--- src/icache_pkg.sv ---
`default_nettype none

package icache_pkg;

  // fetch address and instruction word widths
  localparam int ADDR_W = 32;
  localparam int WORD_W = 32;

  // address split: tag | index | byte offset
  localparam int OFFSET_W = 6;
  localparam int INDEX_W = 7;
  localparam int TAG_W = ADDR_W - INDEX_W - OFFSET_W;

  // 128 lines of 64 bytes, 8 KB total
  localparam int LINES = 1 << INDEX_W;
  // words per line, one memory beat each
  localparam int BEATS = 16;
  localparam int BEAT_W = 4;
  localparam int DATA_DEPTH = LINES * BEATS;

  // top nibble of the region that bypasses the cache
  localparam logic [3:0] UNCACHED_NIBBLE = 4'h1;

  typedef logic [ADDR_W-1:0] addr_t;
  typedef logic [WORD_W-1:0] word_t;
  typedef logic [TAG_W-1:0] tag_t;
  typedef logic [INDEX_W-1:0] index_t;
  typedef logic [BEAT_W-1:0] beat_t;
  // data RAM address is {index, beat}
  typedef logic [INDEX_W+BEAT_W-1:0] word_idx_t;
  // burst length minus one
  typedef logic [7:0] len_t;

endpackage

`default_nettype wire

--- src/icache_ctrl.sv ---
`timescale 1ns/1ps
`default_nettype none

// lookup / refill / uncached FSM
module icache_ctrl (
  input  wire                          clk,
  input  wire                          rst,
  // fetch side
  input  wire icache_pkg::addr_t       preif_raddr_i,
  input  wire                          preif_raddr_valid_i,
  output icache_pkg::word_t            if_rdata_o,
  output logic                         if_rdata_valid_o,
  // memory side
  output logic                         mem_req_o,
  output icache_pkg::addr_t            mem_addr_o,
  output icache_pkg::len_t             mem_len_o,
  input  wire                          mem_ack_i,
  input  wire icache_pkg::word_t       mem_data_i,
  // tag store
  output icache_pkg::index_t           rd_index_o,
  output icache_pkg::tag_t             lookup_tag_o,
  output icache_pkg::index_t           lookup_index_o,
  output logic                         tag_we_o,
  input  wire                          hit_i,
  // data RAM
  output icache_pkg::word_idx_t        data_addr_o,
  output logic                         data_we_o,
  output icache_pkg::word_t            data_wdata_o,
  input  wire icache_pkg::word_t       data_rdata_i
);

  typedef enum logic [1:0] {
    ST_IDLE,
    ST_LOOKUP,
    ST_REFILL,
    ST_UNCACHED
  } state_t;

  state_t state_q;

  // captured request
  icache_pkg::addr_t req_addr_q;
  // beat number within the refill burst
  icache_pkg::beat_t beat_q;
  icache_pkg::word_t unc_word_q;
  // uncached word ready, high for one cycle
  logic unc_valid_q;

  // memory request registers
  logic mem_req_q;
  icache_pkg::addr_t mem_addr_q;
  icache_pkg::len_t mem_len_q;

  icache_pkg::index_t raw_index;
  icache_pkg::beat_t raw_word;
  icache_pkg::tag_t req_tag;
  icache_pkg::index_t req_index;
  logic req_uncached;
  logic beat_ack;
  logic last_beat;
  logic lookup_hit;
  logic capture;

  // fields of the incoming fetch address
  assign raw_index = preif_raddr_i[icache_pkg::OFFSET_W +: icache_pkg::INDEX_W];
  assign raw_word = preif_raddr_i[2 +: icache_pkg::BEAT_W];

  // fields of the captured address
  assign req_tag = req_addr_q[icache_pkg::ADDR_W-1 -: icache_pkg::TAG_W];
  assign req_index = req_addr_q[icache_pkg::OFFSET_W +: icache_pkg::INDEX_W];
  assign req_uncached = (req_addr_q[icache_pkg::ADDR_W-1 -: 4] == icache_pkg::UNCACHED_NIBBLE);

  // one beat per cycle with req and ack both high
  assign beat_ack = mem_req_q && mem_ack_i;
  assign last_beat = (beat_q == mem_len_q[icache_pkg::BEAT_W-1:0]);

  // uncached addresses never allocate, so never count as hits
  assign lookup_hit = (state_q == ST_LOOKUP) && hit_i && !req_uncached;
  // take a new request in idle, or right behind a hit
  assign capture = preif_raddr_valid_i && ((state_q == ST_IDLE) || lookup_hit);

  always_ff @(posedge clk) begin
    if (rst) begin
      state_q <= ST_IDLE;
      mem_req_q <= 1'b0;
      beat_q <= '0;
      unc_valid_q <= 1'b0;
    end else begin
      unc_valid_q <= 1'b0;
      case (state_q)
        ST_IDLE: begin
          if (capture) begin
            state_q <= ST_LOOKUP;
          end
        end
        ST_LOOKUP: begin
          if (req_uncached) begin
            // single beat, no allocation
            mem_req_q <= 1'b1;
            state_q <= ST_UNCACHED;
          end else if (!hit_i) begin
            // miss, fetch the whole line
            mem_req_q <= 1'b1;
            beat_q <= '0;
            state_q <= ST_REFILL;
          end else if (!preif_raddr_valid_i) begin
            state_q <= ST_IDLE;
          end
        end
        ST_REFILL: begin
          if (beat_ack) begin
            if (last_beat) begin
              // tag written this cycle, idle re-captures the held address
              mem_req_q <= 1'b0;
              state_q <= ST_IDLE;
            end else begin
              beat_q <= beat_q + 1'b1;
            end
          end
        end
        ST_UNCACHED: begin
          if (beat_ack) begin
            mem_req_q <= 1'b0;
            unc_valid_q <= 1'b1;
            state_q <= ST_IDLE;
          end
        end
        default: begin
          state_q <= ST_IDLE;
        end
      endcase
    end
  end

  // address, burst setup and uncached data
  always_ff @(posedge clk) begin
    if (capture) begin
      req_addr_q <= preif_raddr_i;
    end
    if ((state_q == ST_LOOKUP) && !lookup_hit) begin
      if (req_uncached) begin
        // exact word address
        mem_addr_q <= {req_addr_q[icache_pkg::ADDR_W-1:2], 2'b00};
        mem_len_q <= '0;
      end else begin
        // line base address
        mem_addr_q <= {req_tag, req_index, {icache_pkg::OFFSET_W{1'b0}}};
        mem_len_q <= icache_pkg::len_t'(icache_pkg::BEATS - 1);
      end
    end
    if ((state_q == ST_UNCACHED) && beat_ack) begin
      unc_word_q <= mem_data_i;
    end
  end

  assign mem_req_o = mem_req_q;
  assign mem_addr_o = mem_addr_q;
  assign mem_len_o = mem_len_q;

  // tag store reads the raw index, compares against the captured tag
  assign rd_index_o = raw_index;
  assign lookup_tag_o = req_tag;
  assign lookup_index_o = req_index;
  assign tag_we_o = (state_q == ST_REFILL) && beat_ack && last_beat;

  // refill writes {line, beat}; otherwise read at the raw word
  assign data_addr_o = (state_q == ST_REFILL) ? {req_index, beat_q} : {raw_index, raw_word};
  assign data_we_o = (state_q == ST_REFILL) && beat_ack;
  assign data_wdata_o = mem_data_i;

  // word select
  assign if_rdata_o = unc_valid_q ? unc_word_q : data_rdata_i;
  assign if_rdata_valid_o = lookup_hit || unc_valid_q;

  // memory sees a fixed address and length for the whole burst
  a_req_stable: assert property (@(posedge clk) disable iff (rst)
    mem_req_o && $past(mem_req_o) |-> $stable(mem_addr_o) && $stable(mem_len_o));

  // no word reaches fetch while a line is being filled
  a_no_valid_in_refill: assert property (@(posedge clk) disable iff (rst)
    (state_q == ST_REFILL) |-> !if_rdata_valid_o);

endmodule

`default_nettype wire

--- config.mk ---
export PLATFORM = sky130hd
export DESIGN_NAME = icache_ctrl
export DESIGN_NICKNAME = d
export VERILOG_FILES = /design/src/icache_pkg.sv /design/src/icache_ctrl.sv
export SDC_FILE = /design/constraint.sdc
export NUM_CORES = 1
export LEC_CHECK = 0
export BUFFER_PORTS_ARGS = -buffer_cell sky130_fd_sc_hd__buf_2
export CAP_MARGIN = 20
export CELL_PAD_IN_SITES_DETAIL_PLACEMENT = 0
export CELL_PAD_IN_SITES_GLOBAL_PLACEMENT = 1
export CORE_ASPECT_RATIO = 0.9
export CORE_UTILIZATION = 30
export DETAILED_ROUTE_END_ITERATION = 10
export PLACE_DENSITY = 0.77
export SYNTH_ARGS = -nofsm -noshare
export SYNTH_HDL_FRONTEND = slang
export SYNTH_SLANG_ARGS = --single-unit
--- constraint.sdc ---
create_clock -name clk -period 5.58 [get_ports clk]
set_input_delay 1.116 -clock clk [delete_from_list [all_inputs] [get_ports clk]]
set_output_delay 1.116 -clock clk [all_outputs]
set_load 0.02 [all_outputs]
* Yosys cells after proc, flatten, opt, wreduce, memory -nomap -nowiden
Cells that the tools add are included.
** Storage, ports and cells
- Register bits after elaboration :: 112
- Bits of input ports :: 101
- Output and inout port bits :: 152
- Logic and storage cells :: 67
** Operators by class
- Add/sub/neg operators :: 1
- Equality and inequality tests :: 14
- Muxes and demuxes :: 23
- Bitwise gates (word level) :: 1
- Reductions and logical operators :: 19
** Operators by type and width (count)
- $mux W32 :: 1
- $mux W4 :: 5
- $reduce_and A5 Y1 :: 3
- $mux W2 :: 7
- $ne A2 B2 Y1 const B :: 7
- $mux W11 :: 1
- $logic_and A1 B1 Y1 :: 8
- $pmux W2 S4 :: 1
- $pmux W4 S2 :: 1
- $mux W1 :: 6
- $add A4 B1 Y4 const B :: 1
- $eq A2 B2 Y1 const B :: 2
- $eq A4 B1 Y1 const B :: 1
- $eq A4 B4 Y1 :: 1
- $ne A4 B4 Y1 const B :: 1
- $ne A3 B3 Y1 const B :: 1
- $pmux W1 S3 :: 1
- $reduce_bool A3 Y1 :: 1
- $eq A2 B1 Y1 const B :: 1
- $logic_not A1 Y1 :: 2
- $logic_not A2 Y1 :: 1
- $logic_or A1 B1 Y1 :: 2
- $reduce_bool A2 Y1 :: 1
- $reduce_or A2 Y1 :: 1
- $not A1 Y1 :: 1

* Logic depth before layout (Yosys ltp)
Gate-level depths: netlist of the first run.
- Depth after elaboration :: 7
- Mapped depth :: 7
- Depth with buffers taken out :: 6

* Worst setup path after synthesis of the first run
No wires, ideal clock.
- Path type :: input -> register
- Start point :: in hit_i
- End point :: reg req_addr_q[10] (enable)
- Setup time :: 0.427 ns
- Arrival :: 2.684 ns
- Required time :: 5.153 ns
- Setup slack :: 2.468 ns
- Stages on the path :: 2
- Path buffers :: 0
- Path through :: nand2_1 -> a21oi_1
** Between the ends
- Cells in the longest elaborated chain, start to end :: 4
** Ends and longest elaborated chain
- start: declaration :: line icache_ctrl.sv:24 : input wire hit_i,
- $logic_and A1 B1 Y1 (2 in series) :: line icache_ctrl.sv:78 : assign lookup_hit = (state_q == ST_LOOKUP) && hit_i && !req_uncached;
- $logic_or A1 B1 Y1 :: line icache_ctrl.sv:80 : assign capture = preif_raddr_valid_i && ((state_q == ST_IDLE) || lookup_hit);
- $logic_and A1 B1 Y1 :: line icache_ctrl.sv:80
- named net capture :: line icache_ctrl.sv:62 : logic capture;
- end signal: assignment :: line icache_ctrl.sv:138 : req_addr_q <= preif_raddr_i;
- end: declaration :: line icache_ctrl.sv:42 : icache_pkg::addr_t req_addr_q;
The timed path passes the listed nets, and every way through them passes these cells.
A chain may end at the register's enable or synchronous reset.

* Worst setup path after layout of the first run
- Start point :: reg state_q[1]
- End point :: out tag_we_o
** Between the ends
- Cells in the longest elaborated chain, start to end :: 3
** Ends and longest elaborated chain
- start: declaration :: line icache_ctrl.sv:39 : state_t state_q;
- start signal: assignment :: line icache_ctrl.sv:84 : state_q <= ST_IDLE;
- start signal: assignment :: line icache_ctrl.sv:93 : state_q <= ST_LOOKUP;
- start signal: assignment :: line icache_ctrl.sv:100 : state_q <= ST_UNCACHED;
- $eq A2 B2 Y1 :: line icache_ctrl.sv:164 : assign tag_we_o = (state_q == ST_REFILL) && beat_ack && last_beat;
- $logic_and A1 B1 Y1 (2 in series) :: line icache_ctrl.sv:164
- end: declaration :: line icache_ctrl.sv:23 : output logic tag_we_o,
No other way between the ends.

==> impl_metrics.prom, run 1 <==
# TYPE chip_impl_metric gauge
chip_impl_info{name="outcome",value="finished, final reports clean"} 1
chip_impl_metric{name="design.portCount",unit=""} 253
chip_impl_metric{name="final_max_slew_viol_count",unit=""} 0
chip_impl_metric{name="power.share.switching",unit="%"} 26.59
chip_impl_metric{name="worst_hold_path.num_cells",unit=""} 0
chip_impl_metric{name="power_per_cell_area",unit="nW/um2"} 305.2
chip_impl_info{name="worst_hold_path.endpoint",value="mem_addr_o[25]"} 1
chip_impl_metric{name="grt_use_total",unit="%"} 12.40
chip_impl_metric{name="timing_worst_slew_pin_value",unit="ns"} 0.8973
chip_impl_info{name="crit_type",value="reg -> out"} 1
chip_impl_metric{name="setup-tns-final",unit="ns"} 0
chip_impl_info{name="cts_tree",value="built"} 1
chip_impl_metric{name="comb_power_share",unit="%"} 13.1
chip_impl_metric{name="final_cells",unit=""} 658
chip_impl_info{name="min-delay-path-class",value="reg -> reg"} 1
chip_impl_metric{name="drt_pass1_iterations",unit=""} 4
chip_impl_metric{name="clk_path_buf_depth",unit=""} 2
chip_impl_metric{name="nets",unit=""} 562
chip_impl_metric{name="worstSkewPairLatency",unit="ns"} 0.35
chip_impl_metric{name="worstPathMaxFanout",unit=""} 12
chip_impl_metric{name="global_route.overflow_total",unit=""} 0
chip_impl_metric{name="ctsHoldBuffers",unit=""} 0
chip_impl_metric{name="post_cts_resize_count",unit=""} 0
chip_impl_info{name="timing.rr.end",value="mem_addr_o[27]"} 1
chip_impl_metric{name="worst_ep_arrival_time",unit="ns"} 2.04
chip_impl_info{name="rsz_0062_raised_after_global_routing",value="no"} 1
chip_impl_metric{name="final_worst_clock_skew",unit="ns"} 0.005368
chip_impl_metric{name="synth_enable_flop_cells",unit=""} 93
chip_impl_metric{name="post-route-drc-count",unit=""} 0
chip_impl_metric{name="detailedRoute.firstIterationViolations",unit=""} 80
chip_impl_metric{name="post_drt_via_cell_ratio",unit=""} 4.143
chip_impl_metric{name="die_height",unit="um"} 116.4
chip_impl_info{name="critical_path_cell_sequence",value="and2b_1, nand3_1, inv_1, and2_2, buf_2"} 1
chip_impl_info{name="hp-start",value="req_addr_q[25]"} 1
chip_impl_metric{name="period_minus_slack",unit="ns"} 3.152
chip_impl_metric{name="antennaDiodeCount",unit=""} 0
chip_impl_metric{name="synthCells",unit=""} 278
chip_impl_metric{name="power.internal",unit="mW"} 1.263
chip_impl_info{name="yosysTopAreaCell",value="sky130_fd_sc_hd__edfxtp_1"} 1
chip_impl_info{name="synthMostInstantiatedCell",value="sky130_fd_sc_hd__edfxtp_1"} 1
chip_impl_metric{name="grt_first_pass_wirelength",unit="mm"} 13.57
chip_impl_info{name="worstSetupStartpointType",value="flip-flop"} 1
chip_impl_metric{name="first_global_vias",unit=""} 2507
chip_impl_metric{name="r2r_cells",unit=""} 4
chip_impl_metric{name="post_route_cells_drive_above_1_share",unit="%"} 67.96
chip_impl_metric{name="p_leak",unit="nW"} 2.368
chip_impl_metric{name="start_util",unit="%"} 30.93
chip_impl_metric{name="crit_path_max_incr_delay",unit="ns"} 0.54
chip_impl_metric{name="timing.critical_path.buf_inv",unit=""} 2
chip_impl_metric{name="antenna_left",unit=""} 0
chip_impl_info{name="cp_max_stage_cell",value="sky130_fd_sc_hd__and2b_1"} 1
chip_impl_metric{name="design.core.area",unit="um2"} 14110
chip_impl_metric{name="total_standard_cell_area_after_synthesis",unit="um2"} 4363
chip_impl_metric{name="yosys.area.top_type_share",unit="%"} 64.01
chip_impl_metric{name="detail_route.wirelength",unit="mm"} 9.736
chip_impl_metric{name="syn_area_per_cell",unit="um2"} 15.69
chip_impl_metric{name="row_count",unit=""} 41
chip_impl_metric{name="finalSetupViolations",unit=""} 0
chip_impl_metric{name="ys_types",unit=""} 35
chip_impl_metric{name="fillCellCount",unit=""} 1320
chip_impl_info{name="synth_commonest_cells",value="93 x sky130_fd_sc_hd__edfxtp_1, 74 x sky130_fd_sc_hd__buf_4, 43 x sky130_fd_sc_hd__mux2_2, 8 x sky130_fd_sc_hd__dfxtp_1, 7 x sky130_fd_sc_hd__nand2_1"} 1
chip_impl_metric{name="io_buffers",unit=""} 244
chip_impl_metric{name="synthArstFlopShare",unit="%"} 0
chip_impl_info{name="cts_root_buffer",value="sky130_fd_sc_hd__clkbuf_16"} 1
chip_impl_metric{name="die_area",unit="um2"} 15030
chip_impl_metric{name="clkSinkCount",unit=""} 101
chip_impl_metric{name="total_switching_power",unit="uW"} 457.3
chip_impl_metric{name="dpl.hpwl",unit="mm"} 7.443
chip_impl_metric{name="worst_ep_required_time",unit="ns"} 4.46
chip_impl_metric{name="area_growth_syn_to_layout",unit="%"} 29.19
chip_impl_metric{name="timing.max_slew.rel_slack",unit="%"} 40.04
chip_impl_info{name="critPathTopFamily",value="simple AND/OR/NAND/NOR gates"} 1
chip_impl_metric{name="num_vias",unit=""} 2726
chip_impl_metric{name="power.clock.fraction",unit="%"} 36.2
chip_impl_info{name="synth_flop_cell",value="sky130_fd_sc_hd__edfxtp_1"} 1
chip_impl_metric{name="yosysSeqAreaShare",unit="%"} 67.68
chip_impl_metric{name="route.detailed.wl_per_inst",unit="um"} 14.80
chip_impl_metric{name="portion_of_the_clock_cycle_consumed_by_the_worst_path_in_the_final_layout",unit="%"} 56.49
chip_impl_metric{name="cts.clk_slew.worst_paths",unit="ns"} 0.07
chip_impl_metric{name="p_seq_share",unit="%"} 50.7
chip_impl_metric{name="max_clk_rate",unit="MHz"} 317.2
chip_impl_metric{name="setup_repair_bufs_after_cts",unit=""} 0
chip_impl_metric{name="reg2reg_slack",unit="ns"} 3.47
chip_impl_metric{name="hold_viol_final",unit=""} 0
chip_impl_metric{name="postSynthRegisterBits",unit=""} 101
chip_impl_metric{name="max-cap-violations",unit=""} 0
chip_impl_metric{name="power.ir.vdd_worst",unit="mV"} 0.1921
chip_impl_info{name="rr_startpoint",value="req_addr_q[29]"} 1
chip_impl_metric{name="cts-buffers-inserted",unit=""} 9
chip_impl_metric{name="yosys_warnings",unit=""} 0
chip_impl_metric{name="dp.cells",unit=""} 641
chip_impl_metric{name="grt_start_max_net_pins",unit=""} 33
chip_impl_metric{name="htree_num_levels",unit=""} 3
chip_impl_metric{name="place_congestion",unit=""} 0.7286
chip_impl_info{name="crit_path_end_kind",value="output pin"} 1
chip_impl_metric{name="initial_antenna_violation_count",unit=""} 0
chip_impl_info{name="post_synth_main_area_contributors",value="sky130_fd_sc_hd__edfxtp_1 64%, sky130_fd_sc_hd__buf_4 13%, sky130_fd_sc_hd__mux2_2 11%, sky130_fd_sc_hd__dfxtp_1 3.7%, sky130_fd_sc_hd__nand2_1 0.60%"} 1
chip_impl_metric{name="chipWidth",unit="um"} 129.1
[cell type report]
class / instances / area, um2 / share of cell area, %
multi-input combinational: 98 / 857.1 / 15.21
sequential: 101 / 2953 / 52.39
clock buffer: 9 / 225.2 / 3.996
tap: 193 / 241.5 / 4.284
clock inverter: 7 / 72.57 / 1.287
timing repair buffer: 247 / 1276 / 22.64
inverter: 3 / 11.26 / 0.1998
[stage by stage]
| step | hold WS [ns] | util (%) | setup slack (ns) | power [mW] | instance area (um2) |
|---|---|---|---|---|---|
| global route | 0.4713 | 39.96 | 2.217 | 1.792 | 5637 |
| floorplan | 0.4277 | - | 2.468 | 1.047 | 4382 |
| CTS | 0.4479 | 39.76 | 2.336 | 1.744 | 5609 |
| finish | 0.4480 | 39.96 | 2.428 | 1.720 | 5637 |
| detailed placement | 0.4296 | 37.65 | 2.643 | 1.114 | 5311 |
| global placement | 0.4288 | 37.51 | 2.647 | 1.108 | 5291 |
[routing by layer]
| metal | vias to the layer above | part of all wire (%) | track usage [%] |
|---|---|---|---|
| li1 | 1297 | - | - |
| met1 | 1325 | 43 | 15.69 |
| met2 | 96 | 50 | 20.00 |
| met3 | 8 | 4.9 | 3.207 |
| met4 | 0 | 1.6 | 5.647 |
| met5 | - | 0 | 0 |
[power by group through the flow]
| stage | registers [mW] | logic, mW | clock network, mW |
|---|---|---|---|
| 2_1_floorplan | 0.897 | 0.150 | 0 |
| 3_3_place_gp | 0.889 | 0.220 | 0 |
| 3_5_place_dp | 0.890 | 0.224 | 0 |
| 4_1_cts | 0.872 | 0.225 | 0.647 |
| 5_1_grt | 0.875 | 0.242 | 0.675 |
| 6_report | 0.871 | 0.225 | 0.623 |
[kinds of logic (layout without fill, tap and decap cells)]
logic type                 after synthesis  in the layout  synth area share [%]
DFF                                    101            101                 67.68
buffers and inverters                   84            266                 13.71
muxes                                   44             44                 11.33
and+or+nand+nor                         32             32                 4.388
AOI/OAI and AO/OA                       15             15                 2.524
adders and majority gates                1              1                0.2867
other                                    1              6               0.08595
[worst max path at each step]
| stage | startpoint | to | slack (ns) | depth (start not counted) |
|---|---|---|---|---|
| floorplan | hit_i | req_addr_q[10] | 2.47 | 2 |
| global placement | mem_ack_i | tag_we_o | 2.65 | 5 |
| detailed placement | mem_ack_i | tag_we_o | 2.64 | 5 |
| CTS | state_q[1] | tag_we_o | 2.34 | 5 |
| global route | state_q[1] | tag_we_o | 2.22 | 5 |
| finish | state_q[1] | tag_we_o | 2.43 | 5 |
[flip-flops by register name, summed over array words and instances, names as in the netlist]
name	flops
mem_addr_o	30
mem_len_o	1
req_addr_q	30
beat_q	4
mem_req_o	1
unc_valid_q	1
unc_word_q	32
state_q	2
[layout by cell type, fill, tap and decap left out, types with 2 or more instances in the layout]
master | netlist | routed
sky130_fd_sc_hd__conb_1 | 1 | 6
sky130_fd_sc_hd__clkbuf_16 | 0 | 9
sky130_fd_sc_hd__o31ai_1 | 2 | 2
sky130_fd_sc_hd__nand2_1 | 7 | 7
sky130_fd_sc_hd__or4_1 | 2 | 2
sky130_fd_sc_hd__and2_1 | 4 | 4
sky130_fd_sc_hd__a21oi_1 | 3 | 2
sky130_fd_sc_hd__edfxtp_1 | 93 | 93
sky130_fd_sc_hd__buf_2 | 4 | 244
sky130_fd_sc_hd__o211ai_1 | 3 | 3
sky130_fd_sc_hd__mux2_2 | 43 | 43
sky130_fd_sc_hd__or2_2 | 2 | 2
sky130_fd_sc_hd__nand2b_1 | 3 | 3
sky130_fd_sc_hd__nand3_1 | 3 | 3
sky130_fd_sc_hd__a21oi_4 | 0 | 2
sky130_fd_sc_hd__inv_8 | 0 | 5
sky130_fd_sc_hd__dfxtp_1 | 8 | 8
sky130_fd_sc_hd__nor2_1 | 4 | 3
sky130_fd_sc_hd__inv_1 | 2 | 2
(Power assumes the default switching activity.)
==> inputs of run 2 (changes only) <==
PLACE_DENSITY = 0.8   (was 0.77)
clock period = 2.62 ns   (was 5.58 ns; I/O delays follow)
==> run 2 against run 1 <==
  * Worst hold slack worse by 0.098 ns
  * Flip-flop and latch count did not move
  * Worst setup slack lost 2.3 ns
  * Clock power up 120%
  * Wire length decreased by 2.5%
==> impl_metrics.prom, run 2 (same netlist as run 1, synthesis figures left out) <==
# TYPE chip_impl_metric gauge
chip_impl_metric{name="p_leak",unit="nW"} 2.379
chip_impl_info{name="crit_type",value="reg -> out"} 1
chip_impl_metric{name="global_route.overflow_total",unit=""} 0
chip_impl_metric{name="io_buffers",unit=""} 244
chip_impl_metric{name="worst_ep_required_time",unit="ns"} 2.10
chip_impl_metric{name="post_cts_resize_count",unit=""} 0
chip_impl_metric{name="route.detailed.wl_per_inst",unit="um"} 14.36
chip_impl_metric{name="max_clk_rate",unit="MHz"} 409.2
chip_impl_info{name="cts_tree",value="built"} 1
chip_impl_metric{name="num_vias",unit=""} 2711
chip_impl_info{name="rsz_0062_raised_after_global_routing",value="no"} 1
chip_impl_metric{name="sequential_cell_area",unit="um2"} 2953
chip_impl_metric{name="drt_pass1_iterations",unit=""} 4
chip_impl_metric{name="die_height",unit="um"} 116.4
chip_impl_metric{name="multi_input_comb_area",unit="um2"} 857.1
chip_impl_metric{name="dpl.hpwl",unit="mm"} 7.291
chip_impl_metric{name="chipWidth",unit="um"} 129.1
chip_impl_metric{name="max-cap-violations",unit=""} 0
chip_impl_metric{name="worstSkewPairLatency",unit="ns"} 0.35
chip_impl_info{name="cts_root_buffer",value="sky130_fd_sc_hd__clkbuf_16"} 1
chip_impl_metric{name="grt_use_total",unit="%"} 12.03
chip_impl_metric{name="cts-buffers-inserted",unit=""} 9
chip_impl_metric{name="design.portCount",unit=""} 253
chip_impl_metric{name="first_global_vias",unit=""} 2472
chip_impl_metric{name="clk_path_buf_depth",unit=""} 2
chip_impl_metric{name="post-route-drc-count",unit=""} 0
chip_impl_metric{name="detailedRoute.firstIterationViolations",unit=""} 70
chip_impl_metric{name="finalSetupViolations",unit=""} 0
chip_impl_metric{name="ctsHoldBuffers",unit=""} 0
chip_impl_metric{name="grt_start_max_net_pins",unit=""} 35
chip_impl_metric{name="hold_viol_final",unit=""} 0
chip_impl_metric{name="nets",unit=""} 565
chip_impl_info{name="outcome",value="finished, final reports clean"} 1
chip_impl_metric{name="final_max_slew_viol_count",unit=""} 0
chip_impl_metric{name="fillCellCount",unit=""} 1339
chip_impl_metric{name="power.ir.vdd_worst",unit="mV"} 0.2783
chip_impl_metric{name="htree_num_levels",unit=""} 3
chip_impl_metric{name="final_worst_clock_skew",unit="ns"} 0.008273
chip_impl_info{name="worstSetupStartpointType",value="flip-flop"} 1
chip_impl_metric{name="die_area",unit="um2"} 15030
chip_impl_info{name="layout.cells.most_common_list",value="244 x sky130_fd_sc_hd__buf_2, 93 x sky130_fd_sc_hd__edfxtp_1, 43 x sky130_fd_sc_hd__mux2_2"} 1
chip_impl_metric{name="row_count",unit=""} 41
chip_impl_metric{name="area_growth_syn_to_layout",unit="%"} 29.14
chip_impl_metric{name="detail_route.wirelength",unit="mm"} 9.489
chip_impl_metric{name="design.core.area",unit="um2"} 14110
chip_impl_metric{name="largest_register_ffs",unit=""} 32
chip_impl_info{name="final_common_cell",value="sky130_fd_sc_hd__buf_2"} 1
chip_impl_metric{name="antennaDiodeCount",unit=""} 0
chip_impl_metric{name="post_drt_via_cell_ratio",unit=""} 4.101
chip_impl_metric{name="worstPathMaxFanout",unit=""} 7
chip_impl_metric{name="clkSinkCount",unit=""} 101
chip_impl_metric{name="start_util",unit="%"} 30.93
chip_impl_metric{name="power.total",unit="mW"} 3.686
chip_impl_metric{name="antenna_left",unit=""} 0
chip_impl_metric{name="post_route_cells_drive_above_1_share",unit="%"} 67.95
chip_impl_metric{name="portion_of_the_clock_cycle_consumed_by_the_worst_path_in_the_final_layout",unit="%"} 93.28
chip_impl_metric{name="worst_ep_arrival_time",unit="ns"} 1.92
chip_impl_metric{name="power_per_cell_area",unit="nW/um2"} 654.2
chip_impl_metric{name="period_minus_slack",unit="ns"} 2.444
chip_impl_metric{name="cts.clk_slew.worst_paths",unit="ns"} 0.07
chip_impl_metric{name="setup_repair_bufs_after_cts",unit=""} 0
chip_impl_metric{name="initial_antenna_violation_count",unit=""} 0
chip_impl_metric{name="final_core_util",unit="%"} 39.94
chip_impl_info{name="max_flop_register",value="unc_word_q"} 1
chip_impl_info{name="min-delay-path-class",value="in -> reg"} 1
chip_impl_metric{name="timing.final.ws_setup",unit="ns"} 0.1761
chip_impl_info{name="crit_path_end_kind",value="output pin"} 1
chip_impl_metric{name="pre_cts_slack",unit="ns"} 0.5445
chip_impl_metric{name="reg2reg_slack",unit="ns"} 0.69
chip_impl_metric{name="grt_first_pass_wirelength",unit="mm"} 13.08
chip_impl_metric{name="setup-tns-final",unit="ns"} 0
chip_impl_metric{name="place_congestion",unit=""} 0.6896
## run 2: changes by cell type in the layout (fill, tap and decap cells not counted)
cell                         previous run  this run
sky130_fd_sc_hd__inv_6                  0         3
sky130_fd_sc_hd__bufinv_16              0         1
sky130_fd_sc_hd__buf_4                  1         6
sky130_fd_sc_hd__clkinv_1               0         1
sky130_fd_sc_hd__buf_16                 1         0
sky130_fd_sc_hd__clkinvlp_4             1         0
sky130_fd_sc_hd__inv_8                  5         1
sky130_fd_sc_hd__buf_12                 1         0
## run 2: cell type report
| cell class | count | area share (%) |
|---|---|---|
| tap | 193 | 4.286 |
| inverter | 3 | 0.1999 |
| timing repair buffer | 250 | 22.47 |
| clock buffer | 9 | 3.997 |
| sequential | 101 | 52.41 |
| clock inverter | 7 | 1.421 |
| multi-input combinational | 98 | 15.21 |
## run 2: path summary, 6_finish.rpt
check | depth (start not counted) | end | start
worst max-delay path | 4 | tag_we_o | beat_q[0]
worst min-delay path | 1 | req_addr_q[15] | preif_raddr_i[15]
worst min register to register | 0 | mem_addr_o[21] | req_addr_q[21]
worst max register to register | 6 | state_q[1] | req_addr_q[29]
## run 2: critical path, stage by stage, from the launching register on
cell and delay (ns):
sky130_fd_sc_hd__dfxtp_1 0.38, sky130_fd_sc_hd__or4_1 0.56, sky130_fd_sc_hd__o22ai_2 0.29, sky130_fd_sc_hd__and2_2 0.20, sky130_fd_sc_hd__buf_2 0.15
## run 2: power breakdown
group          leakage, nW  switching (mW)  internal (mW)
Clock                0.150           0.603          0.756
Combinational         1.30           0.294          0.176
Sequential           0.929          0.0287           1.83
## run 2: metrics by stage
step,area (um2),hold slack (ns),std cells
floorplan,4382,0.4277,283
global placement,5329,0.4298,645
detailed placement,5329,0.4333,645
CTS,5634,0.3258,661
global route,5634,0.3241,661
finish,5634,0.3500,661
## run 2: routing by layer
layer  share of wire (%)  GRT usage [%]  up-vias  wire length [um]
li1                    -              -     1302                 -
met1                  43          14.90     1305              4081
met2                  50          19.35       95              4777
met3                 5.4          4.123        9               516
met4                 1.2          4.706        0               113
met5                   0              0        -                 0
